**src/cache_pkg.sv**
```systemverilog
// shared types for the cache subsystem; one 32-bit word carries four byte lanes
package cache_pkg;

    typedef logic [31:0] word_t;  // data word
    typedef logic [31:0] addr_t;  // byte address
    typedef logic [3:0]  sel_t;   // one select per byte lane
    typedef logic [7:0]  byte_t;  // serial byte

    // cache controller, one host request at a time
    typedef enum logic [2:0] {
        DC_IDLE,
        DC_LOOKUP,
        DC_WRITE,     // write-through in progress
        DC_REFILL0,   // even word of the line
        DC_REFILL1,   // odd word of the line
        DC_RESPOND
    } dcache_state_e;

    typedef enum logic [1:0] {
        LD_COLLECT,   // packing bytes
        LD_WRITE,     // word on the bus
        LD_DONE
    } loader_state_e;

endpackage

```
**src/wb_if.sv**
```systemverilog
// wishbone classic, single clock, no err or retry; the slave acks with a one-cycle pulse
interface wb_if import cache_pkg::*; ();

    logic  cyc;    // bus cycle in progress
    logic  stb;
    logic  we;
    addr_t adr;    // byte address
    word_t dat_w;
    word_t dat_r;
    sel_t  sel;
    logic  ack;

    modport master (
        output cyc,
        output stb,
        output we,
        output adr,
        output dat_w,
        output sel,
        input  dat_r,
        input  ack
    );

    modport slave (
        input  cyc,
        input  stb,
        input  we,
        input  adr,
        input  dat_w,
        input  sel,
        output dat_r,
        output ack
    );

endinterface

```
**src/bus_arbiter.sv**
```systemverilog
// two masters, loader wins ties; ownership is granted only from idle and one cycle passes between owners
module bus_arbiter (
    input  logic w_clk,
    input  logic arst_n_i,
    wb_if.slave  m_load,
    wb_if.slave  m_cache,
    wb_if.master mem
);
    typedef enum logic [1:0] {
        OWN_NONE,
        OWN_LOAD,
        OWN_CACHE
    } owner_e;

    owner_e owner_q;
    logic   load_sel;
    logic   cache_sel;

    assign load_sel  = (owner_q == OWN_LOAD);
    assign cache_sel = (owner_q == OWN_CACHE);

    always_ff @(posedge w_clk or negedge arst_n_i) begin
        if (!arst_n_i) begin
            owner_q <= OWN_NONE;
        end else begin
            case (owner_q)
                OWN_NONE: begin
                    if (m_load.cyc) begin
                        owner_q <= OWN_LOAD;
                    end else if (m_cache.cyc) begin
                        owner_q <= OWN_CACHE;
                    end
                end
                OWN_LOAD:  if (!m_load.cyc) owner_q <= OWN_NONE;
                OWN_CACHE: if (!m_cache.cyc) owner_q <= OWN_NONE;
                default:   owner_q <= OWN_NONE;
            endcase
        end
    end

    // owner's request to memory
    assign mem.cyc   = (load_sel && m_load.cyc) || (cache_sel && m_cache.cyc);
    assign mem.stb   = (load_sel && m_load.stb) || (cache_sel && m_cache.stb);
    assign mem.we    = load_sel ? m_load.we : (cache_sel && m_cache.we);
    assign mem.adr   = load_sel ? m_load.adr : m_cache.adr;
    assign mem.dat_w = load_sel ? m_load.dat_w : m_cache.dat_w;
    assign mem.sel   = load_sel ? m_load.sel : m_cache.sel;

    // response back to the owner only
    assign m_load.ack    = load_sel && mem.ack;
    assign m_load.dat_r  = load_sel ? mem.dat_r : '0;
    assign m_cache.ack   = cache_sel && mem.ack;
    assign m_cache.dat_r = cache_sel ? mem.dat_r : '0;

endmodule

```
**src/flat_wrapper.sv**
```systemverilog
// flat-port wrapper written by rule: the top's interface ports become plain ports
module bus_arbiter_flat 
  (w_clk, arst_n_i, m_load_cyc, m_load_stb, m_load_we, m_load_adr, m_load_dat_w, m_load_sel, m_load_dat_r, m_load_ack, m_cache_cyc, m_cache_stb, m_cache_we, m_cache_adr, m_cache_dat_w, m_cache_sel, m_cache_dat_r, m_cache_ack, mem_cyc, mem_stb, mem_we, mem_adr, mem_dat_w, mem_sel, mem_dat_r, mem_ack);
  wb_if m_load_i ();
  wb_if m_cache_i ();
  wb_if mem_i ();
  input  logic w_clk;
  input  logic arst_n_i;
  input wire logic [$bits(m_load_i.cyc)-1:0] m_load_cyc;
  input wire logic [$bits(m_load_i.stb)-1:0] m_load_stb;
  input wire logic [$bits(m_load_i.we)-1:0] m_load_we;
  input wire logic [$bits(m_load_i.adr)-1:0] m_load_adr;
  input wire logic [$bits(m_load_i.dat_w)-1:0] m_load_dat_w;
  input wire logic [$bits(m_load_i.sel)-1:0] m_load_sel;
  output wire logic [$bits(m_load_i.dat_r)-1:0] m_load_dat_r;
  output wire logic [$bits(m_load_i.ack)-1:0] m_load_ack;
  input wire logic [$bits(m_cache_i.cyc)-1:0] m_cache_cyc;
  input wire logic [$bits(m_cache_i.stb)-1:0] m_cache_stb;
  input wire logic [$bits(m_cache_i.we)-1:0] m_cache_we;
  input wire logic [$bits(m_cache_i.adr)-1:0] m_cache_adr;
  input wire logic [$bits(m_cache_i.dat_w)-1:0] m_cache_dat_w;
  input wire logic [$bits(m_cache_i.sel)-1:0] m_cache_sel;
  output wire logic [$bits(m_cache_i.dat_r)-1:0] m_cache_dat_r;
  output wire logic [$bits(m_cache_i.ack)-1:0] m_cache_ack;
  output wire logic [$bits(mem_i.cyc)-1:0] mem_cyc;
  output wire logic [$bits(mem_i.stb)-1:0] mem_stb;
  output wire logic [$bits(mem_i.we)-1:0] mem_we;
  output wire logic [$bits(mem_i.adr)-1:0] mem_adr;
  output wire logic [$bits(mem_i.dat_w)-1:0] mem_dat_w;
  output wire logic [$bits(mem_i.sel)-1:0] mem_sel;
  input wire logic [$bits(mem_i.dat_r)-1:0] mem_dat_r;
  input wire logic [$bits(mem_i.ack)-1:0] mem_ack;
  assign m_load_i.cyc = m_load_cyc;
  assign m_load_i.stb = m_load_stb;
  assign m_load_i.we = m_load_we;
  assign m_load_i.adr = m_load_adr;
  assign m_load_i.dat_w = m_load_dat_w;
  assign m_load_i.sel = m_load_sel;
  assign m_load_dat_r = m_load_i.dat_r;
  assign m_load_ack = m_load_i.ack;
  assign m_cache_i.cyc = m_cache_cyc;
  assign m_cache_i.stb = m_cache_stb;
  assign m_cache_i.we = m_cache_we;
  assign m_cache_i.adr = m_cache_adr;
  assign m_cache_i.dat_w = m_cache_dat_w;
  assign m_cache_i.sel = m_cache_sel;
  assign m_cache_dat_r = m_cache_i.dat_r;
  assign m_cache_ack = m_cache_i.ack;
  assign mem_cyc = mem_i.cyc;
  assign mem_stb = mem_i.stb;
  assign mem_we = mem_i.we;
  assign mem_adr = mem_i.adr;
  assign mem_dat_w = mem_i.dat_w;
  assign mem_sel = mem_i.sel;
  assign mem_i.dat_r = mem_dat_r;
  assign mem_i.ack = mem_ack;
  bus_arbiter u_core (.w_clk(w_clk), .arst_n_i(arst_n_i), .m_load(m_load_i), .m_cache(m_cache_i), .mem(mem_i));
endmodule
```
**config.mk**
```make
export PLATFORM = sky130hd
export DESIGN_NAME = bus_arbiter_flat
export DESIGN_NICKNAME = d
export VERILOG_FILES = /design/src/cache_pkg.sv /design/src/wb_if.sv /design/src/bus_arbiter.sv /design/src/flat_wrapper.sv
export SDC_FILE = /design/constraint.sdc
export NUM_CORES = 1
export LEC_CHECK = 0
export BUFFER_PORTS_ARGS = -buffer_cell sky130_fd_sc_hd__buf_2
export CORE_AREA = 2 2 122 124
export CTS_BUF_LIST = sky130_fd_sc_hd__clkbuf_4
export DETAILED_ROUTE_END_ITERATION = 6
export DIE_AREA = 0 0 124 126
export SKIP_LAST_GASP = 1
export SLEW_MARGIN = 20
export SYNTH_ARGS = -nofsm -noshare
export SYNTH_HDL_FRONTEND = slang
export SYNTH_SLANG_ARGS = --single-unit
export TNS_END_PERCENT = 30
```
**constraint.sdc**
```tcl
create_clock -name w_clk -period 3.9 [get_ports w_clk]
set_input_delay 0.585 -clock w_clk [delete_from_list [all_inputs] [get_ports w_clk]]
set_output_delay 0.585 -clock w_clk [all_outputs]
set_load 0.01 [all_outputs]
```
==> results.txt <==
The flow ran to the end, and the final reports show no timing, DRC or antenna violations. The maximum number of pins on one net before global-route repair is 69. The tree built by TritonCTS fans out to 2 sinks. The global-route wire length before repair is 9.742 mm. Of all cell types, the one taking the most synthesized area is mux2_2. The clock tree buffer depth is 2. The number of nets produced by synthesis is 336. For this block, the initial DRC count from the detailed router was 22.

The number of non-filler instances in the completed layout is 645. The number of flip-flops in the largest register came out at 2. The I/O pin count came out at 314. The post-CTS setup buffer count came out at 0. Across all setup checks in the final design, the least slack found is 1.272 ns. The final-report max-slew violation count is 0.

The worst setup path is of the flop to output port kind. The layout filler cell count is 1602. In the global route stage, overall resource usage came out at 7.923%. The insertion delay of the later-clocked pin in the worst-skew pair is 0.22 ns. The utilization after layout came out at 22.40%.

Across the whole layout, storage elements account for 50.05 sq um. Setup violations remaining at the end of the flow were counted as 0. The number of instances in the synthesized netlist came out at 159. The number of inserted diodes is 0. The highest attainable clock frequency came out at 380.5 MHz.

The cell sitting at the root of the clock tree is a clkbuf_4. The synthesized design contains 2 register bits. The chip height came out at 126 microns. The site row count is 44. The area share of the largest cell type after synthesis came out at 36.61%. The fraction of the cycle the final worst path needs is 67.39%. The transition time at the pin with the least slew margin came out at 0.9903 ns. The multi-input combinational cells in the finished layout cover a total of 1330 sq um.

The number of antenna violations at the first check in global routing came out at 2. The mean routed wirelength per cell is 11.53 microns. The hold buffer count at CTS came out at 0. The worst setup path is captured at an output port. The instance count after placement with tap cells included is 642. In the layout the commonest cells are 313 x buf_2, 66 x and2_1, 48 x mux2_2. The min-delay analysis places its worst path in the category input port to async pin. TritonCTS built the clock tree.

The number of synthesis warnings came out at 0. The dominant combinational cell family by area after synthesis is multiplexers. Across the routed clock network, the largest skew measured is 0.0009979 ns. The synthesis-to-finish area growth is 117.2%. The synthesized netlist occupies a cell area of 1476 sq um. The number of distinct library cells after synthesis came out at 14. The clock period minus worst slack came out at 2.628 ns.

The instance area after placement came out at 3179 sq um. In this run the worst path has a maximum fanout of 68. The analysis attributes to cell leakage a power of 1.950 nW. The fraction of the mapped netlist area in compound gates came out at 1.780%.

The register with the most flip-flops in the final layout is u_core.owner_q. The die covers 15620 sq um. The most frequent standard cell in the layout excluding fill and tap cells is buf_2.

The xor/xnor cell area share of the yosys netlist is 0%. Sorting the synthesized cells by area gives the leading types as mux2_2 37%, and2_1 28%, mux2_4 20%. The count of final hold-check violations is 0.

The share of synthesized area spent on multiplexers came out at 56.95%. The number of clock buffers inserted by TritonCTS came out at 3. The count of buffers from port buffering came out at 313.

The kind of launch point of the worst setup path is a flop. The simple-gate share of the synthesized area came out at 30.17%. The peak supply drop came out at 0.05317 mV.

The total design power is 0.4699 mW. The post-layout instance area is 3207 sq um. Averaged over all synthesized cells, the footprint is 9.286 sq um.

After Yosys synthesis, full adders, half adders and majority gates account for 0% of the synthesized area. The die span in x came out at 124 microns. The post-route DRC violation count came out at 0. The weighted congestion reported at the end of routability-driven placement came out at 0.7364.

The final setup TNS is 0 ns. The post-cts gate resize count is 0. The final layout contains 640 nets. The final global-route overflow total came out at 0. The pre-CTS setup slack came out at 1.519 ns. After clock tree synthesis, the clock-pin slew on the worst setup and hold paths is 0.03 ns.

The post-route antenna net violation count came out at 0. For this block, the routed nets add up to 7.435 mm of wire. For this run, the register share of the synthesized area comes to 3.390%.

The arrival time at the worst endpoint came out at 2.04 ns. The largest registers in the layout are u_core.owner_q: 2 flops. Cells with a size suffix above 1 make up 84.16% of the layout. Measured against its own limit, the worst slew margin works out to 33.98%. The via count of the first global-routing pass was 2118.

The number of vias per cell came out at 3.625. The number of search-and-repair iterations in the first detailed-routing pass is 4. The initial utilization of the core area, before any placement, comes to 10.31%. CTS built an H-tree with a depth of 1. Setup repair after global routing left no endpoint under its margin. The required time at the worst-slack endpoint is 3.31 ns. The via total after detailed routing is 2338. The total core area came out at 14310 sq um.

The worst hold-check slack came out at 0.1393 ns. In this run the power density over the cells is 146.5 nW/um^2. Across the run, the number of max-cap violations was 0. The HPWL after detailed placement is 6.512 mm.
-- Yosys cell counts, drive strengths merged --
library cell  count
a22o              3
and2             66
buf               8
clkbuf            7
dfrtp             2
mux2             68
nand2b            1
nor2b             3
nor3b             1
-- worst max-delay path, cell delays in order, from the launching register on --
cell      delay, ns
dfrtp_1        0.41
nand2b_4       0.79
mux2_2         0.42
buf_2          0.14
-- path summary, 6_finish.rpt --
kind	start	depth (start not counted)	slack (ns)	endpoint
max	u_core.owner_q[1]	3	1.27	mem_adr[31]
min	arst_n_i	1	0.14	u_core.owner_q[0]
max reg2reg	u_core.owner_q[1]	2	3.08	u_core.owner_q[1]
min reg2reg	u_core.owner_q[1]	1	0.56	u_core.owner_q[0]
max in group asynchronous	arst_n_i	1	3.66	u_core.owner_q[1]
min in group w_clk	u_core.owner_q[1]	1	0.56	u_core.owner_q[0]
-- power breakdown --
group | switching (mW) | internal (mW)
sequential | 0.00239 | 0.0223
clock | 0.0124 | 0.0340
combinational | 0.173 | 0.226
-- area by class of cell --
class | instances | area share (%)
Clock buffer | 3 | 0.7023
Multi-Input combinational cell | 142 | 41.47
Sequential cell | 2 | 1.561
Tap cell | 184 | 7.179
Timing Repair Buffer | 314 | 49.08
-- metal layers --
| layer | track usage, % | wire, microns |
|---|---|---|
| met1 | 7.350 | 2390 |
| met2 | 17.84 | 4197 |
| met5 | 0 | 0 |
| met3 | 0.9058 | 818 |
| met4 | 0.8592 | 29 |
-- cells by family (layout without fill, tap and decap cells) --
group / count (synthesis) / after routing
compound gates: 3 / 3
mux: 68 / 68
flops: 2 / 2
buf+inv: 15 / 317
simple gates: 71 / 71
Power figures use the tool's default switching activity.
