<file path="src/cache_pkg.sv">
// shared types for the cache subsystem; one 32-bit word carries four byte lanes
package cache_pkg;

    typedef logic [31:0] word_t;  // data word
    typedef logic [31:0] addr_t;  // byte address
    typedef logic [3:0]  sel_t;   // one select per byte lane
    typedef logic [7:0]  byte_t;  // serial byte

    // cache controller, one host request at a time
    typedef enum logic [2:0] {
        DC_IDLE,
        DC_LOOKUP,
        DC_WRITE,     // write-through in progress
        DC_REFILL0,   // even word of the line
        DC_REFILL1,   // odd word of the line
        DC_RESPOND
    } dcache_state_e;

    typedef enum logic [1:0] {
        LD_COLLECT,   // packing bytes
        LD_WRITE,     // word on the bus
        LD_DONE
    } loader_state_e;

endpackage

</file>
<file path="src/uart_rx.sv">
// 8N1 receiver, line idles high; CLKS_PER_BIT should be 8 or more so samples land inside a bit
module uart_rx import cache_pkg::*; #(
    parameter int CLKS_PER_BIT = 16
) (
    input  logic  w_clk,
    input  logic  arst_n_i,
    input  logic  rxd_i,
    output byte_t byte_o,
    output logic  byte_valid_o
);
    localparam int CNT_W = $clog2(CLKS_PER_BIT + 1);

    logic [1:0]       detect_q;  // consecutive low samples
    logic             busy_q;
    logic [3:0]       bit_q;     // samples taken so far
    logic [CNT_W-1:0] cnt_q;
    logic [8:0]       shift_q;   // stop bit ends up on top
    logic             valid_q;
    logic             detected;
    logic             sample;

    assign detected = &detect_q;
    assign sample   = busy_q && (cnt_q == CNT_W'(CLKS_PER_BIT));

    always_ff @(posedge w_clk or negedge arst_n_i) begin
        if (!arst_n_i) begin
            detect_q <= '0;
        end else if (rxd_i || busy_q) begin
            detect_q <= '0;
        end else if (!detected) begin
            detect_q <= detect_q + 2'd1;
        end
    end

    always_ff @(posedge w_clk or negedge arst_n_i) begin
        if (!arst_n_i) begin
            busy_q  <= 1'b0;
            bit_q   <= '0;
            cnt_q   <= CNT_W'(1);
            valid_q <= 1'b0;
        end else begin
            valid_q <= 1'b0;
            if (!busy_q) begin
                bit_q <= '0;
                cnt_q <= CNT_W'(1);
                busy_q <= detected;
            end else if (sample) begin
                cnt_q <= CNT_W'(1);
                bit_q <= bit_q + 4'd1;
                if (bit_q == 4'd8) begin  // stop bit sampled
                    valid_q <= 1'b1;
                    busy_q  <= 1'b0;
                end
            end else begin
                cnt_q <= cnt_q + 1'b1;
            end
        end
    end

    always_ff @(posedge w_clk) begin
        if (sample) begin
            shift_q <= {rxd_i, shift_q[8:1]};  // lsb first
        end
    end

    assign byte_o       = shift_q[7:0];
    assign byte_valid_o = valid_q;

endmodule

</file>
<file path="config.mk">
export PLATFORM = sky130hd
export DESIGN_NAME = uart_rx
export DESIGN_NICKNAME = d
export VERILOG_FILES = /design/src/cache_pkg.sv /design/src/uart_rx.sv
export SDC_FILE = /design/constraint.sdc
export NUM_CORES = 1
export LEC_CHECK = 0
export BUFFER_PORTS_ARGS = -buffer_cell sky130_fd_sc_hd__buf_2
export CAP_MARGIN = 25
export CORE_MARGIN = 4
export CORE_UTILIZATION = 49
export CTS_CLUSTER_DIAMETER = 200
export DETAILED_ROUTE_END_ITERATION = 8
export HOLD_SLACK_MARGIN = 0.15
export PLACE_DENSITY = 0.7
export SYNTH_ARGS = -nofsm -noshare
export SYNTH_HDL_FRONTEND = slang
export SYNTH_SLANG_ARGS = --single-unit
</file>
<file path="constraint.sdc">
create_clock -name w_clk -period 1.6 [get_ports w_clk]
set_clock_uncertainty 0.15 [all_clocks]
set_input_delay 0.16 -clock w_clk [delete_from_list [all_inputs] [get_ports w_clk]]
set_output_delay 0.16 -clock w_clk [all_outputs]
set_load 0.01 [all_outputs]
</file>
==> out/metrics.yaml, run 1 <==
global_routing:
  grt_pass1_wl_um: 2590
  grt_antenna_before_repair: 0
  overflow: 0
  grtUsageTotal: 0.128
  grt_pass1_vias: 600
  grt_max_degree: 13
detailed_routing:
  firstDrtPassIters: 3
  num_vias: 584
  drt_wl_total_um: 1540
  drc: 0
  final_antenna_net_count: 0
  vias_per_cell: 4.79
  drt_iter0_drc: 13
  wire_per_inst_um: 12.6
yosys:
  yosys_warnings: 0
  syn_area_per_cell_um2: 12.8
  ys_seq_elements: 22
  synth_area_um2: 982
  synthCells: 77
  synth_cell_types: 25
  yosysSeqAreaShare: 0.608
  synth_nets: 85
cts:
  clockRootBuffer: "clkbuf_4"
  cts_buffers: 3
  cts_sinks: 22
  clk_pin_slew_ns: 0.11
  cts_buffer_depth: 2
  h-tree-depth: 1
  insertion_delay_ns: 0.30
  cts_tree: "built"
setup_path:
  crit_fanout: 6
  startpoint_type: "flop"
  crit_type: "flop to flop"
  cp-end-kind: "flop"
  regToRegSetupSlack_ns: -0.06
  cp.required_ns: 1.51
  arrival_ns: 1.57
final_layout:
  fin_util: 0.671
  layout-drive-gt1-share: 0.392
  diodes: 0
  n_fill_cell: 144
  final_cell_mix: "dfrtp_1, buf_2, edfxtp_1"
  layout_commonest_cell: "dfrtp_1"
  num-nets-final: 106
  area_growth_pct: 24.3
sta:
  tightest_slew_ns: 0.531
  slew_headroom: 0.645
  period_share: 1.04
  hold_viol_final: 0
  slew_viol_final: 0
  fmax_mhz: 601
  final.min_clock_period_ns: 1.66
  setup_ws_ns: -0.0629
  grt_setup_unrepaired: "yes"
  setup-violations-final: 13
floorplanning:
  pin_count: 12
  core_mm2: 0.00182
  die_y_um: 52.8
  die_x_um: 52.8
  floorplan.initialDensity: 0.540
  num_rows: 15
  die_area_mm2: 0.00278
placement:
  dp_hpwl_um: 1020
  place.gp.congestion: 0.822
  portBuffers: 11
pwr:
  vdd_drop_max_mv: 0.850
  p_leak_uw: 0.000545
  power_uw: 1460
  p_per_area_mw_per_mm2: 1200
job:
  drv_cap: 0
status:
  status: "complete, but fails checks"
  violations: "negative setup slack"
hold_path:
  hold_class: "primary input to asynchronous set/reset pin"
-- final timing paths --
kind / endpoint / cells after the start / from
worst max-delay path: shift_q[2] / 6 / cnt_q[0]
worst min-delay path: cnt_q[0] / 2 / arst_n_i
worst max register to register: shift_q[2] / 6 / cnt_q[0]
worst min register to register: shift_q[7] / 0 / shift_q[8]
max in group asynchronous: busy_q / 3 / arst_n_i
min in group w_clk: shift_q[7] / 0 / shift_q[8]
-- synth_stat cells --
master | n | area (µm²)
a21o_1 | 1 | 7.51
a21oi_1 | 1 | 5.00
and2_1 | 2 | 12.5
buf_4 | 9 | 67.6
clkbuf_1 | 1 | 3.75
dfrtp_1 | 12 | 300
dfstp_2 | 1 | 26.3
edfxtp_1 | 9 | 270
ha_1 | 5 | 62.6
inv_1 | 5 | 18.8
mux2i_1 | 4 | 40.0
nand2_1 | 4 | 15.0
nand2b_1 | 4 | 25.0
nand3_1 | 2 | 10.0
nand3b_1 | 1 | 7.51
nand4_1 | 1 | 6.26
nand4_2 | 1 | 12.5
nor2_1 | 4 | 15.0
nor2b_1 | 1 | 6.26
nor3_1 | 2 | 10.0
nor4bb_1 | 1 | 10.0
o22a_1 | 1 | 8.76
or2_2 | 1 | 6.26
xnor2_1 | 2 | 17.5
xor2_1 | 2 | 17.5
-- layout make-up --
cell class / count / area (µm²) / area share
Tap cell: 25 / 31.3 / 0.0256
Clock inverter: 1 / 3.75 / 0.00307
Clock buffer: 3 / 22.5 / 0.0184
Sequential cell: 22 / 597 / 0.489
Multi-Input combinational cell: 40 / 359 / 0.294
Timing Repair Buffer: 25 / 179 / 0.147
Timing Repair inverter: 1 / 7.51 / 0.00615
Inverter: 5 / 21.3 / 0.0174
-- report_power, final --
group	switching, µW	total (µW)	internal (µW)
registers	79.6	734	654
logic	203	484	281
clock network	154	245	90.9
-- kinds of logic after synthesis --
| kind of cell | Yosys count | share of synthesized area |
|---|---|---|
| AOI/OAI and AO/OA | 3 | 0.0217 |
| xor gates and xnor gates | 4 | 0.0357 |
| adders and majority gates | 5 | 0.0637 |
| buffers and inverters | 15 | 0.0917 |
| DFF | 22 | 0.608 |
| muxes | 4 | 0.0408 |
| and+or+nand+nor | 24 | 0.139 |
-- per-layer routing --
metal  global-route usage  vias up  part of all wire
met5                    0        -                 0
met4               0.0128        0                 0
met3               0.0513        0             0.034
met2                0.209        8              0.52
met1                0.167      287              0.44
li1                     -      289                 -
-- timing repair --
action,CTS,global route
pin swaps,1,2
endpoints found under the hold margin,16,0
resized for setup,1,9
hold buffers,3,0
setup buffers,4,1
setup endpoints to repair,10,18
gates cloned,1,0
-- worst max-delay path: stages (launching register included) --
cell and delay [ns]:
dfstp_2 0.56, inv_2 0.05, ha_4 0.16, nor4bb_4 0.15, buf_6 0.15, nand2_8 0.08, clkinvlp_4 0.13
-- through the flow --
step                      hold WS [ns]  area, µm²  setup TNS (ns)  setup WS, ns  instances
after global placement         -0.0825       1070          -0.285       -0.0318        109
after detailed placement       -0.0881       1070          -0.467       -0.0520        109
after global routing             0.186       1220           -1.14        -0.114        122
after CTS                        0.163       1170          -0.395       -0.0501        121
final                            0.170       1220          -0.454       -0.0629        122
after floorplan                 -0.286       1010               0        0.0155         77
-- state kept, by name (all words and copies together), names as in the netlist --
signal / cells
bit_q: 4
busy_q: 1
byte_valid_o: 1
cnt_q: 5
detect_q: 2
shift_q: 9
No activity file was read; power rests on OpenSTA's default activity.
==> run 2, diff against run 1 <==
SKIP_CTS_REPAIR_TIMING = 1   (was unset)
==> out/metrics.yaml, run 2 (synthesized netlist as in run 1, its figures left out) <==
sta:
  setup_ws_ns: -0.0102  # +0.0528 ns
  grt_setup_unrepaired: "yes"
  hold_viol_final: 0  # unchanged
  period_share: 1.01  # -0.0330
  final.min_clock_period_ns: 1.61  # -0.0528 ns
  timing.setup.tns_ns: -0.0102  # +0.444 ns
  setup-violations-final: 1  # -12
  tightest_slew_ns: 0.528  # -0.00309 ns
  slew_viol_final: 0  # unchanged
  fmax_mhz: 621  # +3.3%
  slew_headroom: 0.647  # +0.00207
final_layout:
  area_growth_pct: 19.5
  final_cell_mix: "dfrtp_1, buf_2, edfxtp_1"
  n_fill_cell: 145  # +0.69%
  diodes: 0  # unchanged
  layout-drive-gt1-share: 0.351  # -0.0407
  top_regs: "shift_q: 9 flops, cnt_q: 5 flops, bit_q: 4 flops"
  fin_area_mm2: 0.00117  # -3.9%
  num-nets-final: 103  # -2.8%
  largest_reg_flops: 9  # unchanged
  regMostFlops: "shift_q"
  regArea_um2: 597  # unchanged
  multi_input_area_um2: 340  # -5.2%
  layout_commonest_cell: "dfrtp_1"
placement:
  placed_cell_area_mm2: 0.00107  # unchanged
  dp_hpwl_um: 1020  # unchanged
  portBuffers: 11  # unchanged
  preCtsSetupSlack_ns: -0.0520  # unchanged
  place.gp.congestion: 0.822  # unchanged
setup_path:
  timing.rr.end: "cnt_q[0]"
  reg2reg_from: "cnt_q[0]"
  crit_fanout: 6  # unchanged
  cp_num_buf_inv: 2  # -1
  crit_family: "flip-flops"
  cp-end-kind: "flop"
  cp_cell_sequence: "inv_2 -> ha_4 -> nor4bb_4 -> buf_6 -> nand2b_4 -> or2_4"
  regToRegSetupSlack_ns: -0.01  # +0.05 ns
  startpoint_type: "flop"
  crit_type: "flop to flop"
  critPathSlowestCell: "dfstp_2"
  r2r_cells: 6  # unchanged
  cp.required_ns: 1.69  # +0.18 ns
  arrival_ns: 1.70  # +0.13 ns
  critPathMaxStageDelay_ns: 0.55  # about the same
cts:
  clockRootBuffer: "clkbuf_4"
  insertion_delay_ns: 0.30  # about the same
  clk_pin_slew_ns: 0.11  # about the same
  cts_buffer_depth: 2  # unchanged
  cts_sinks: 22  # unchanged
  cts_tree: "built"
  cts_buffers: 3  # unchanged
  h-tree-depth: 1  # unchanged
floorplanning:
  num_rows: 15  # unchanged
  die_x_um: 52.8  # unchanged
  pin_count: 12  # unchanged
  die_area_mm2: 0.00278  # unchanged
  floorplan.initialDensity: 0.540  # unchanged
  die_y_um: 52.8  # unchanged
  core_mm2: 0.00182  # unchanged
pwr:
  p_leak_uw: 0.000540  # -0.87%
  vdd_drop_max_mv: 0.844  # -0.65%
  p_per_area_mw_per_mm2: 1170  # -2.3%
global_routing:
  grt_pass1_vias: 544  # -9.3%
  grt_antenna_before_repair: 0  # unchanged
  grt_max_degree: 14  # +1
  overflow: 0  # unchanged
  grtUsageTotal: 0.115  # -0.0133
  grt_pass1_wl_um: 2300  # -11%
detailed_routing:
  wire_per_inst_um: 12.1  # -4.5%
  drc: 0  # unchanged
  vias_per_cell: 4.73  # -1.2%
  firstDrtPassIters: 3  # unchanged
  final_antenna_net_count: 0  # unchanged
  num_vias: 563  # -3.6%
  drt_iter0_drc: 15  # +2
  drt_wl_total_um: 1440  # -6.8%
job:
  drv_cap: 0  # unchanged
hold_path:
  hold_class: "primary input to asynchronous set/reset pin"
status:
  violations: "negative setup slack"
  status: "complete, but fails checks"
-- run 2: changes by cell type in the layout (fill, tap and decap cells not counted), sizes merged --
cell,delta
clkinvlp,-1
buf,-3
clkinv,+1
-- run 2: final cells by class --
type,instances,area share
clock buffers,3,0.0192
clock inverters,1,0.00320
inverters,5,0.0203
multi-input cells,40,0.290
flip-flops and latches,22,0.509
well taps,25,0.0267
repair buffers,22,0.127
repair inverters,1,0.00533
-- run 2: per-layer routing --
layer  share of wire  global-route usage  routed length [µm]  vias to the layer above
met5               0                   0                   0                        -
met4          0.0056              0.0128                   8                        0
met3           0.040              0.0513                  57                        2
met2            0.50               0.182                 718                        9
met1            0.45               0.150                 653                      268
li1                -                   -                   -                      284
-- run 2: worst max-delay path by stage --
stage | start | to | cells after the start
floorplan | cnt_q[1] | shift_q[0] | 6
global placement | cnt_q[1] | shift_q[0] | 6
detailed placement | cnt_q[1] | shift_q[0] | 6
CTS | cnt_q[1] | shift_q[8] | 6
global route | cnt_q[0] | cnt_q[0] | 6
finish | cnt_q[0] | cnt_q[0] | 6
-- run 2: through the flow --
| step | util | instances | total power (µW) | hold WS (ns) |
|---|---|---|---|---|
| 2_1_floorplan | - | 77 | 954 | -0.286 |
| 3_3_place_gp | 0.588 | 109 | 1070 | -0.0825 |
| 3_5_place_dp | 0.588 | 109 | 1080 | -0.0881 |
| 4_1_cts | 0.602 | 113 | 1330 | -0.423 |
| 5_1_grt | 0.645 | 119 | 1470 | 0.186 |
| 6_report | 0.645 | 119 | 1370 | 0.171 |
-- run 2: power by group --
group          internal, µW  switching [µW]  total (µW)  leakage, µW
combinational           234             174         408     0.000272
clock                  90.9             153         244    0.0000154
sequential              654            66.7         721     0.000253
total                   979             394        1370     0.000540
-- run 2: worst register-to-register path, cell delays in order, from the launching register on --
cell and delay, ns:
dfstp_2 0.55, inv_2 0.05, ha_4 0.15, nor4bb_4 0.15, buf_6 0.14, nand2b_4 0.14
or2_4 0.23
