[config.mk]
export PLATFORM = sky130hd
export DESIGN_NAME = prog_loader_flat
export DESIGN_NICKNAME = d
export VERILOG_FILES = /design/src/cache_pkg.sv /design/src/wb_if.sv /design/src/prog_loader.sv /design/src/flat_wrapper.sv
export SDC_FILE = /design/constraint.sdc
export NUM_CORES = 1
export LEC_CHECK = 0
export BUFFER_PORTS_ARGS = -buffer_cell sky130_fd_sc_hd__buf_4
export CAP_MARGIN = 10
export CORE_MARGIN = 2
export CORE_UTILIZATION = 45
export DETAILED_ROUTE_END_ITERATION = 8
export PLACE_DENSITY = 0.84
export RECOVER_POWER = 25
export SKIP_LAST_GASP = 1
export SLEW_MARGIN = 20
export SYNTH_ARGS = -nofsm -noshare
export SYNTH_HDL_FRONTEND = slang
export SYNTH_SLANG_ARGS = --single-unit
[constraint.sdc]
create_clock -name w_clk -period 1.45 [get_ports w_clk]
set_input_delay 0.145 -clock w_clk [delete_from_list [all_inputs] [get_ports w_clk]]
set_output_delay 0.145 -clock w_clk [all_outputs]
set_load 0.1 [all_outputs]
[src/cache_pkg.sv]
// shared types for the cache subsystem; one 32-bit word carries four byte lanes
package cache_pkg;

    typedef logic [31:0] word_t;  // data word
    typedef logic [31:0] addr_t;  // byte address
    typedef logic [3:0]  sel_t;   // one select per byte lane
    typedef logic [7:0]  byte_t;  // serial byte

    // cache controller, one host request at a time
    typedef enum logic [2:0] {
        DC_IDLE,
        DC_LOOKUP,
        DC_WRITE,     // write-through in progress
        DC_REFILL0,   // even word of the line
        DC_REFILL1,   // odd word of the line
        DC_RESPOND
    } dcache_state_e;

    typedef enum logic [1:0] {
        LD_COLLECT,   // packing bytes
        LD_WRITE,     // word on the bus
        LD_DONE
    } loader_state_e;

endpackage

[src/wb_if.sv]
// wishbone classic, single clock, no err or retry; the slave acks with a one-cycle pulse
interface wb_if import cache_pkg::*; ();

    logic  cyc;    // bus cycle in progress
    logic  stb;
    logic  we;
    addr_t adr;    // byte address
    word_t dat_w;
    word_t dat_r;
    sel_t  sel;
    logic  ack;

    modport master (
        output cyc,
        output stb,
        output we,
        output adr,
        output dat_w,
        output sel,
        input  dat_r,
        input  ack
    );

    modport slave (
        input  cyc,
        input  stb,
        input  we,
        input  adr,
        input  dat_w,
        input  sel,
        output dat_r,
        output ack
    );

endinterface

[src/prog_loader.sv]
// bytes pack lsb first from address 0 up; a full word must not arrive before the last write acks
module prog_loader import cache_pkg::*; #(
    parameter int LOAD_WORDS = 4
) (
    input  logic  w_clk,
    input  logic  arst_n_i,
    input  byte_t byte_i,
    input  logic  byte_valid_i,
    wb_if.master  bus,
    output logic  load_done_o
);
    localparam int WCNT_W = $clog2(LOAD_WORDS + 1);

    loader_state_e     state_q;
    logic [1:0]        byte_cnt_q;
    logic [WCNT_W-1:0] word_cnt_q;
    addr_t             wr_adr_q;
    word_t             asm_q;       // word being packed
    word_t             wr_dat_q;    // word waiting for its ack
    logic              word_full;

    assign word_full = byte_valid_i && (byte_cnt_q == 2'd3);

    always_ff @(posedge w_clk or negedge arst_n_i) begin
        if (!arst_n_i) begin
            state_q    <= LD_COLLECT;
            byte_cnt_q <= '0;
            word_cnt_q <= '0;
            wr_adr_q   <= '0;
        end else begin
            if (byte_valid_i && (state_q != LD_DONE)) begin
                byte_cnt_q <= byte_cnt_q + 2'd1;
            end
            case (state_q)
                LD_COLLECT: begin
                    if (word_full) begin
                        state_q <= LD_WRITE;
                    end
                end
                LD_WRITE: begin
                    if (bus.ack) begin
                        wr_adr_q   <= wr_adr_q + 32'd4;
                        word_cnt_q <= word_cnt_q + 1'b1;
                        state_q    <= (word_cnt_q == WCNT_W'(LOAD_WORDS - 1)) ?
                                      LD_DONE : LD_COLLECT;
                    end
                end
                default: ;  // done holds
            endcase
        end
    end

    always_ff @(posedge w_clk) begin
        if (byte_valid_i) begin
            asm_q <= {byte_i, asm_q[31:8]};
        end
        if (word_full && (state_q == LD_COLLECT)) begin
            wr_dat_q <= {byte_i, asm_q[31:8]};
        end
    end

    assign bus.cyc     = (state_q == LD_WRITE);
    assign bus.stb     = (state_q == LD_WRITE);
    assign bus.we      = 1'b1;
    assign bus.adr     = wr_adr_q;
    assign bus.dat_w   = wr_dat_q;
    assign bus.sel     = '1;  // whole words only
    assign load_done_o = (state_q == LD_DONE);

endmodule

[src/flat_wrapper.sv]
// flat-port wrapper written by rule: the top's interface ports become plain ports
module prog_loader_flat import cache_pkg::*;
#(
    parameter int LOAD_WORDS = 4
)
  (w_clk, arst_n_i, byte_i, byte_valid_i, load_done_o, bus_cyc, bus_stb, bus_we, bus_adr, bus_dat_w, bus_sel, bus_dat_r, bus_ack);
  wb_if bus_i ();
  input  logic w_clk;
  input  logic arst_n_i;
  input  byte_t byte_i;
  input  logic byte_valid_i;
  output logic load_done_o;
  output wire logic [$bits(bus_i.cyc)-1:0] bus_cyc;
  output wire logic [$bits(bus_i.stb)-1:0] bus_stb;
  output wire logic [$bits(bus_i.we)-1:0] bus_we;
  output wire logic [$bits(bus_i.adr)-1:0] bus_adr;
  output wire logic [$bits(bus_i.dat_w)-1:0] bus_dat_w;
  output wire logic [$bits(bus_i.sel)-1:0] bus_sel;
  input wire logic [$bits(bus_i.dat_r)-1:0] bus_dat_r;
  input wire logic [$bits(bus_i.ack)-1:0] bus_ack;
  assign bus_cyc = bus_i.cyc;
  assign bus_stb = bus_i.stb;
  assign bus_we = bus_i.we;
  assign bus_adr = bus_i.adr;
  assign bus_dat_w = bus_i.dat_w;
  assign bus_sel = bus_i.sel;
  assign bus_i.dat_r = bus_dat_r;
  assign bus_i.ack = bus_ack;
  prog_loader #(.LOAD_WORDS(LOAD_WORDS)) u_core (.w_clk(w_clk), .arst_n_i(arst_n_i), .byte_i(byte_i), .byte_valid_i(byte_valid_i), .bus(bus_i), .load_done_o(load_done_o));
endmodule
==> key figures, run 1 <==
Placed design
  • # port buffers: 76
  • Placed cells: 422
  • GPL Wtd Cong: 0.8142
  • Place WS: -0.09751 ns
  • HPWL after DPL: 4593 um

Drt
  • DR WL/cell: 14.77 um
  • Top Metal Used: met4
  • WL final: 6751 um
  • DR pass1 iterations: 4
  • DR iter-0 viols: 83
  • DR vias: 2179
  • Final ANT Viol Nets: 0
  • WL met1: 2923 um
  • Metal2 WL: 3452 um
  • # DRC: 0
  • WL met3: 218 um
  • Post-DR vias/cell: 4.768

Critical path
  • Crit path launch type: register
  • Crit path DAT: 1.75 ns
  • Critical path peak fanout: 9
  • Crit Path Category: reg -> reg
  • R2R cell count: 5
  • Worst EP required: 1.68 ns
  • Crit. End Element: register

CTS
  • # clock sinks: 93
  • Worst skew pair latency: 0.35 ns
  • Number of H-tree levels: 3
  • Clock Tree Root: clkbuf_8
  • Num CTS Buffers: 9
  • CTS tree: built
  • Clock Pin Slew Worst Setup and Hold Paths: 0.10 ns
  • Max Buffers Root-to-Sink: 2

Synthesis
  • Avg Inst Size Synth: 16.05 sq um
  • Top post-synthesis cells by area: edfxtp_1 (48%), dfrtp_1 (26%), xor2_1 (4.3%)
  • Register bit total from synthesis: 93
  • Yosys cell types: 32
  • Seq/Total Area, Yosys: 74.54%
  • YS warnings: 0
  • Synth Cell Area: 3498 sq um
  • Post-Syn Instances: 218
  • Top cell type's share of synthesized area: 48.07%
  • Area leader, netlist: edfxtp_1

Floorplanning
  • Die X: 92.17 um
  • Die ar.: 8495 sq um
  • Io pins: 116
  • Starting Density: 45.75%
  • Die Ht: 92.17 um
  • Core Region: 7647 sq um
  • Cell Rows: 32

Layout
  • Fill cells: 518
  • Final net count: 398
  • Share of layout cells above drive strength 1: 53.80%
  • Area growth syn-to-layout: 45.31%
  • Multi-input gate area: 1011 sq um
  • Reg area: 2699 sq um
  • Util after Layout: 66.48%
  • Final std cells w/o fill: 457
  • ANT cells: 0

Global routing
  • Number of global-route vias before repair: 2177
  • Largest net degree at the start of global routing: 38
  • Tot GR Track Use: 16.27%
  • Grt ovf: 0
  • Initial antenna violation count: 0
  • First-pass GRT wire length: 10570 um

Timing
  • RSZ-0062 raised after global routing: yes
  • Fin crit share: 105.1%
  • Fmax: 0.6565 GHz
  • Worst setup margin: -0.07324 ns
  • Hold Fails Final Rpt: 0
  • Slew HR: 59.08%
  • Layout Skew: 0.01370 ns
  • Tightest Pin Transition: 0.6138 ns
  • Period minus WS final: 1.523 ns
  • Final setup violation count: 11
  • Final max-slew violation count: 0

Pwr
  • Pwr Density: 914.8 nW/um^2
  • Lkg Pwr: 2.291 nW
  • VDD IR max: 0.4205 mV
  • Overall Power: 4.650 mW

Status
  • Status: finished, violations left
  • Violated checks: negative setup slack

Worst hold path
  • Worst Hold Class: in -> reg
  • Hold Crit Depth: 3

Run
  • Maxcap violations: 0
sequential cells by signal, indices dropped and copies added (netlist names):
register and cells:
u_core.asm_q 24, u_core.bus.adr 30, u_core.bus.dat_w 32, u_core.byte_cnt_q 2, u_core.state_q 2, u_core.word_cnt_q 3
area by class of cell:
class / count / area share, %
Multi-Input combinational cell: 117 / 19.89
Inverter: 2 / 0.1477
Sequential cell: 93 / 53.09
Clock buffer: 9 / 2.437
Timing Repair Buffer: 127 / 20.85
Tap cell: 102 / 2.510
Clock inverter: 7 / 1.083
synth_stat cells:
master,count
and4bb_2,1
dfrtp_1,37
or2_4,1
buf_4,8
and2_1,2
nor4_1,1
ha_1,4
nand4_2,1
edfxtp_1,56
nor4_4,2
o21ai_0,2
mux2_2,1
or2_2,1
buf_2,1
a21o_1,1
nand2_1,19
and3_1,5
nand4_1,11
conb_1,2
nor3_1,6
xnor2_1,14
nor2b_1,1
nand4_4,1
inv_1,2
and3b_1,1
nor4_2,1
buf_6,2
and4_1,2
nand4b_1,1
xor2_1,17
nand3_1,6
nor2_1,8
logic make-up after synthesis:
family	after synthesis	share of synthesized area, %
flip-flops	93	74.54
AND/OR/NAND/NOR	71	12.52
XOR/XNOR	31	7.761
buffers and inverters	13	2.718
adder cells (fa/ha/maj)	4	1.431
AO/OA/AOI/OAI	3	0.5008
other	2	0.2147
multiplexers	1	0.3219
per-layer routing:
| layer | vias up | GRT usage (%) |
|---|---|---|
| met5 | - | 0 |
| met4 | 0 | 8.458 |
| met3 | 11 | 3.780 |
| met2 | 49 | 25.80 |
| met1 | 1081 | 20.99 |
| li1 | 1038 | - |
metrics by stage:
stage / area (sq um) / TNS (ns) / hold slack, ns
finish: 5084 / -0.3112 / 0.06956
global route: 5084 / -2.392 / 0.05521
CTS: 4937 / -0.3319 / 0.05025
detailed placement: 4579 / -0.5976 / 0.1413
global placement: 4579 / -0.05361 / 0.1290
floorplan: 3715 / -3.572 / -0.1506
repair_timing:
item	4_1_cts	5_1_grt
pin swaps	5	18
hold endpoints to repair	53	0
buffers inserted	4	6
setup endpoints to repair	18	24
hold buffers	9	0
resized for setup	12	20
path summary, 6_finish.rpt:
kind	start	slack (ns)	endpoint
max reg2reg	u_core.bus.adr[9]	-0.07	u_core.bus.adr[30]
min reg2reg	u_core.asm_q[10]	0.42	u_core.bus.dat_w[2]
min in group asynchronous	arst_n_i	0.29	u_core.bus.adr[21]
max	u_core.bus.adr[9]	-0.07	u_core.bus.adr[30]
max in group asynchronous	arst_n_i	0.78	u_core.bus.adr[2]
min	bus_ack	0.07	u_core.state_q[1]
report_power, final:
| part | internal (mW) | switching [mW] |
|---|---|---|
| logic | 0.0346 | 0.126 |
| clock network | 0.652 | 0.950 |
| registers | 2.87 | 0.0194 |
| total | 3.56 | 1.10 |
layout by cell type, fill, tap and decap left out, types with 2 or more instances in the layout:
cell,n
and3_4,3
o21ai_0,2
edfxtp_1,56
buf_4,107
nor4_4,4
conb_1,7
dfrtp_1,10
nor2_1,2
and3_1,2
nor3_4,5
nand4_4,2
inv_1,2
dlygate4sd3_1,9
dfrtp_2,4
nand3_1,5
and2_1,2
nand2_2,2
ha_1,3
xnor2_1,14
inv_6,4
buf_6,2
nor2_4,5
clkbuf_8,9
or2_4,2
buf_12,6
dfrtp_4,23
xor2_1,17
nand2_1,17
nand4_1,11
critical path: stages, from the launching register on:
cell and delay (ns):
dfrtp_4 0.47, nand4_4 0.14, nor4_4 0.33, buf_6 0.18
nand4_1 0.12, xnor2_1 0.15
Power figures use the tool's default switching activity.
==> run 2, diff against run 1 <==
--- a/config.mk
+++ b/config.mk
@@ -7,8 +7,10 @@
 export LEC_CHECK = 0
 export BUFFER_PORTS_ARGS = -buffer_cell sky130_fd_sc_hd__buf_4
 export CAP_MARGIN = 10
+export CELL_PAD_IN_SITES_DETAIL_PLACEMENT = 0
+export CELL_PAD_IN_SITES_GLOBAL_PLACEMENT = 1
 export CORE_MARGIN = 2
-export CORE_UTILIZATION = 45
+export CORE_UTILIZATION = 36
 export DETAILED_ROUTE_END_ITERATION = 8
 export PLACE_DENSITY = 0.84
 export RECOVER_POWER = 25
==> run 2 against run 1 <==
The run still ends with negative setup slack left. Fmax rose by 3.1%. Sequential share of layout area grew 0.33 points. Cell count grew 5.0%. Clock skew shrank 0.0030 ns. Register-to-register slack gained 0.05 ns. First-iteration DRC count is 54% lower. Total power increased by 8.1%. Non-clock buffer count decreased by 4. Count of clock-buffer cells in the layout did not move. Utilization fell by 12 points.
==> key figures, run 2 (synthesis results as in run 1) <==
Layout
  • Most common cell after layout, fill and taps aside: buf_4
  • Final std cells w/o fill: 480 (+5.0%)
  • Share of layout cells above drive strength 1: 52.71% (-1.1 points)
  • ANT cells: 0 (unchanged)
  • Max FFs per register: 32 (unchanged)
  • Area growth syn-to-layout: 44.42%
  • Fin area: 5052 sq um (-0.62%)
  • Most frequent cells in the layout: buf_4 (104), edfxtp_1 (56), dfrtp_4 (23), nand2_1 (17), xor2_1 (17)
  • Final net count: 394 (-1.0%)

Drt
  • DR vias: 2156 (-1.1%)
  • DR WL/cell: 13.96 um (-5.5%)
  • Post-DR vias/cell: 4.492 (-5.8%)
  • DR iter-0 viols: 38 (-54%)
  • Final ANT Viol Nets: 0 (unchanged)
  • WL final: 6703 um (-0.71%)
  • DR pass1 iterations: 4 (unchanged)
  • # DRC: 0 (unchanged)

Timing
  • Fin crit share: 101.9% (-3.2 points)
  • Final max-slew violation count: 0 (unchanged)
  • Layout Skew: 0.01066 ns (-0.003044 ns)
  • Hold Fails Final Rpt: 0 (unchanged)
  • Period minus WS final: 1.477 ns (-0.04610 ns)
  • Tightest Pin Transition: 0.6090 ns (-0.004794 ns)
  • Fmax: 0.6770 GHz (+3.1%)
  • Slew HR: 59.40% (+0.32 points)
  • Worst setup margin: -0.02714 ns (+0.04610 ns)
  • RSZ-0062 raised after global routing: yes
  • Final setup violation count: 10 (-1)

Critical path
  • Critical R2R Launch: u_core.bus.adr[6]
  • FF-to-FF End: u_core.bus.adr[16]
  • Crit. End Element: register
  • Crit path launch type: register
  • Crit Path Category: reg -> reg
  • R2R cell count: 5 (unchanged)
  • Critical path peak fanout: 4 (-5)
  • R2r setup slk: -0.03 ns (+0.05 ns)
  • Crit path DAT: 1.75 ns (about the same)
  • Worst EP required: 1.72 ns (+0.04 ns)

Floorplanning
  • Die X: 102.6 um (+11%)
  • Die ar.: 10520 sq um (+24%)
  • Cell Rows: 35 (+9.4%)
  • Core Region: 9328 sq um (+22%)
  • Die Ht: 102.6 um (+11%)
  • Starting Density: 37.51% (-8.2 points)
  • Io pins: 116 (unchanged)

CTS
  • Clock Tree Root: clkbuf_8
  • # clock sinks: 93 (unchanged)
  • Num CTS Buffers: 9 (unchanged)
  • Clock Pin Slew Worst Setup and Hold Paths: 0.10 ns (about the same)
  • Worst skew pair latency: 0.36 ns (about the same)
  • CTS tree: built
  • Max Buffers Root-to-Sink: 2 (unchanged)
  • Number of H-tree levels: 3 (unchanged)

Placed design
  • Placed cells: 449 (+6.4%)
  • Place WS: -0.02742 ns (+0.07009 ns)
  • HPWL after DPL: 4618 um (+0.54%)
  • # port buffers: 76 (unchanged)
  • GPL Wtd Cong: 0.7567 (-7.1%)
  • Dpl cell area: 4601 sq um (+0.46%)

Worst hold path
  • Hold worst-path end: u_core.state_q[1]
  • Hold Path Origin: bus_ack
  • Hold Crit Depth: 3 (unchanged)
  • Worst Hold Class: in -> reg

Global routing
  • Largest net degree at the start of global routing: 38 (unchanged)
  • First-pass GRT wire length: 10380 um (-1.8%)
  • Grt ovf: 0 (unchanged)
  • Initial antenna violation count: 0 (unchanged)
  • Number of global-route vias before repair: 2068 (-5.0%)
  • Tot GR Track Use: 13.11% (-3.2 points)

Pwr
  • VDD IR max: 0.4319 mV (+2.7%)
  • Pwr Density: 994.6 nW/um^2 (+8.7%)
  • Lkg Pwr: 2.214 nW (-3.4%)
  • Overall Power: 5.025 mW (+8.1%)

Status
  • Status: finished, violations left
  • Violated checks: negative setup slack

Run
  • Maxcap violations: 0 (unchanged)
-- run 2: cell count changes in the layout (fill, tap and decap cells not counted), sizes merged --
cell	delta
buf	-4
bufinv	+2
clkinv	-2
-- run 2: layer usage --
metal  vias to the layer above  share of wire, %  GRT usage, %
li1                       1023                 -             -
met1                      1067                42         17.08
met2                        58                52         21.57
met3                         8               3.6         1.898
met4                         0               1.5         6.462
met5                         -                 0             0
-- run 2: metrics by stage --
stage / hold WS (ns) / setup TNS, ns / util, %
detailed placement: 0.1425 / -0.1274 / 49.32
global placement: 0.1359 / -0.1265 / 49.32
finish: 0.05641 / -0.1122 / 54.17
global route: 0.04885 / -1.362 / 54.17
floorplan: -0.1506 / -3.572 / -
CTS: 0.03751 / -0.1417 / 53.53
-- run 2: worst max-delay path, stage by stage (launching register included) --
cell and delay (ns):
dfrtp_4 0.44, nand4_4 0.13, nor4_4 0.35, buf_4 0.20, nand3_1 0.09, xnor2_1 0.18
-- run 2: layout make-up --
cell class	count	area (sq um)
clock buffers	9	123.9
clock inverters	7	108.9
fillers	765	4275
inverters	2	7.507
multi-input cells	117	947.2
flip-flops and latches	93	2699
well taps	129	161.4
repair buffers	123	1005
-- run 2: worst max path at each step --
stage                        from                 end  slack [ns]  depth (start not counted)
2_1_floorplan  u_core.bus.adr[10]  u_core.bus.adr[26]       -0.27                          4
3_3_place_gp    u_core.state_q[1]  u_core.bus.adr[30]       -0.03                          5
3_5_place_dp    u_core.state_q[1]  u_core.bus.adr[30]       -0.03                          5
4_1_cts         u_core.state_q[1]  u_core.bus.adr[16]       -0.03                          5
5_1_grt         u_core.bus.adr[6]  u_core.bus.adr[22]       -0.12                          5
6_report        u_core.bus.adr[6]  u_core.bus.adr[16]       -0.03                          5
-- run 2: report_power, final --
| group | switching (mW) | internal [mW] |
|---|---|---|
| Combinational | 0.126 | 0.0346 |
| Sequential | 0.0194 | 2.87 |
| Clock | 0.963 | 1.01 |
| Total | 1.11 | 3.92 |
-- run 2: timing repair --
item                                   in CTS  in global routing
resized for setup                          13                  9
endpoints found under the hold margin      53                  0
pin swaps                                   3                 13
hold buffers                                9                  0
gates cloned                                0                  1
setup buffers                               3                  2
setup endpoints to repair                  17                 20
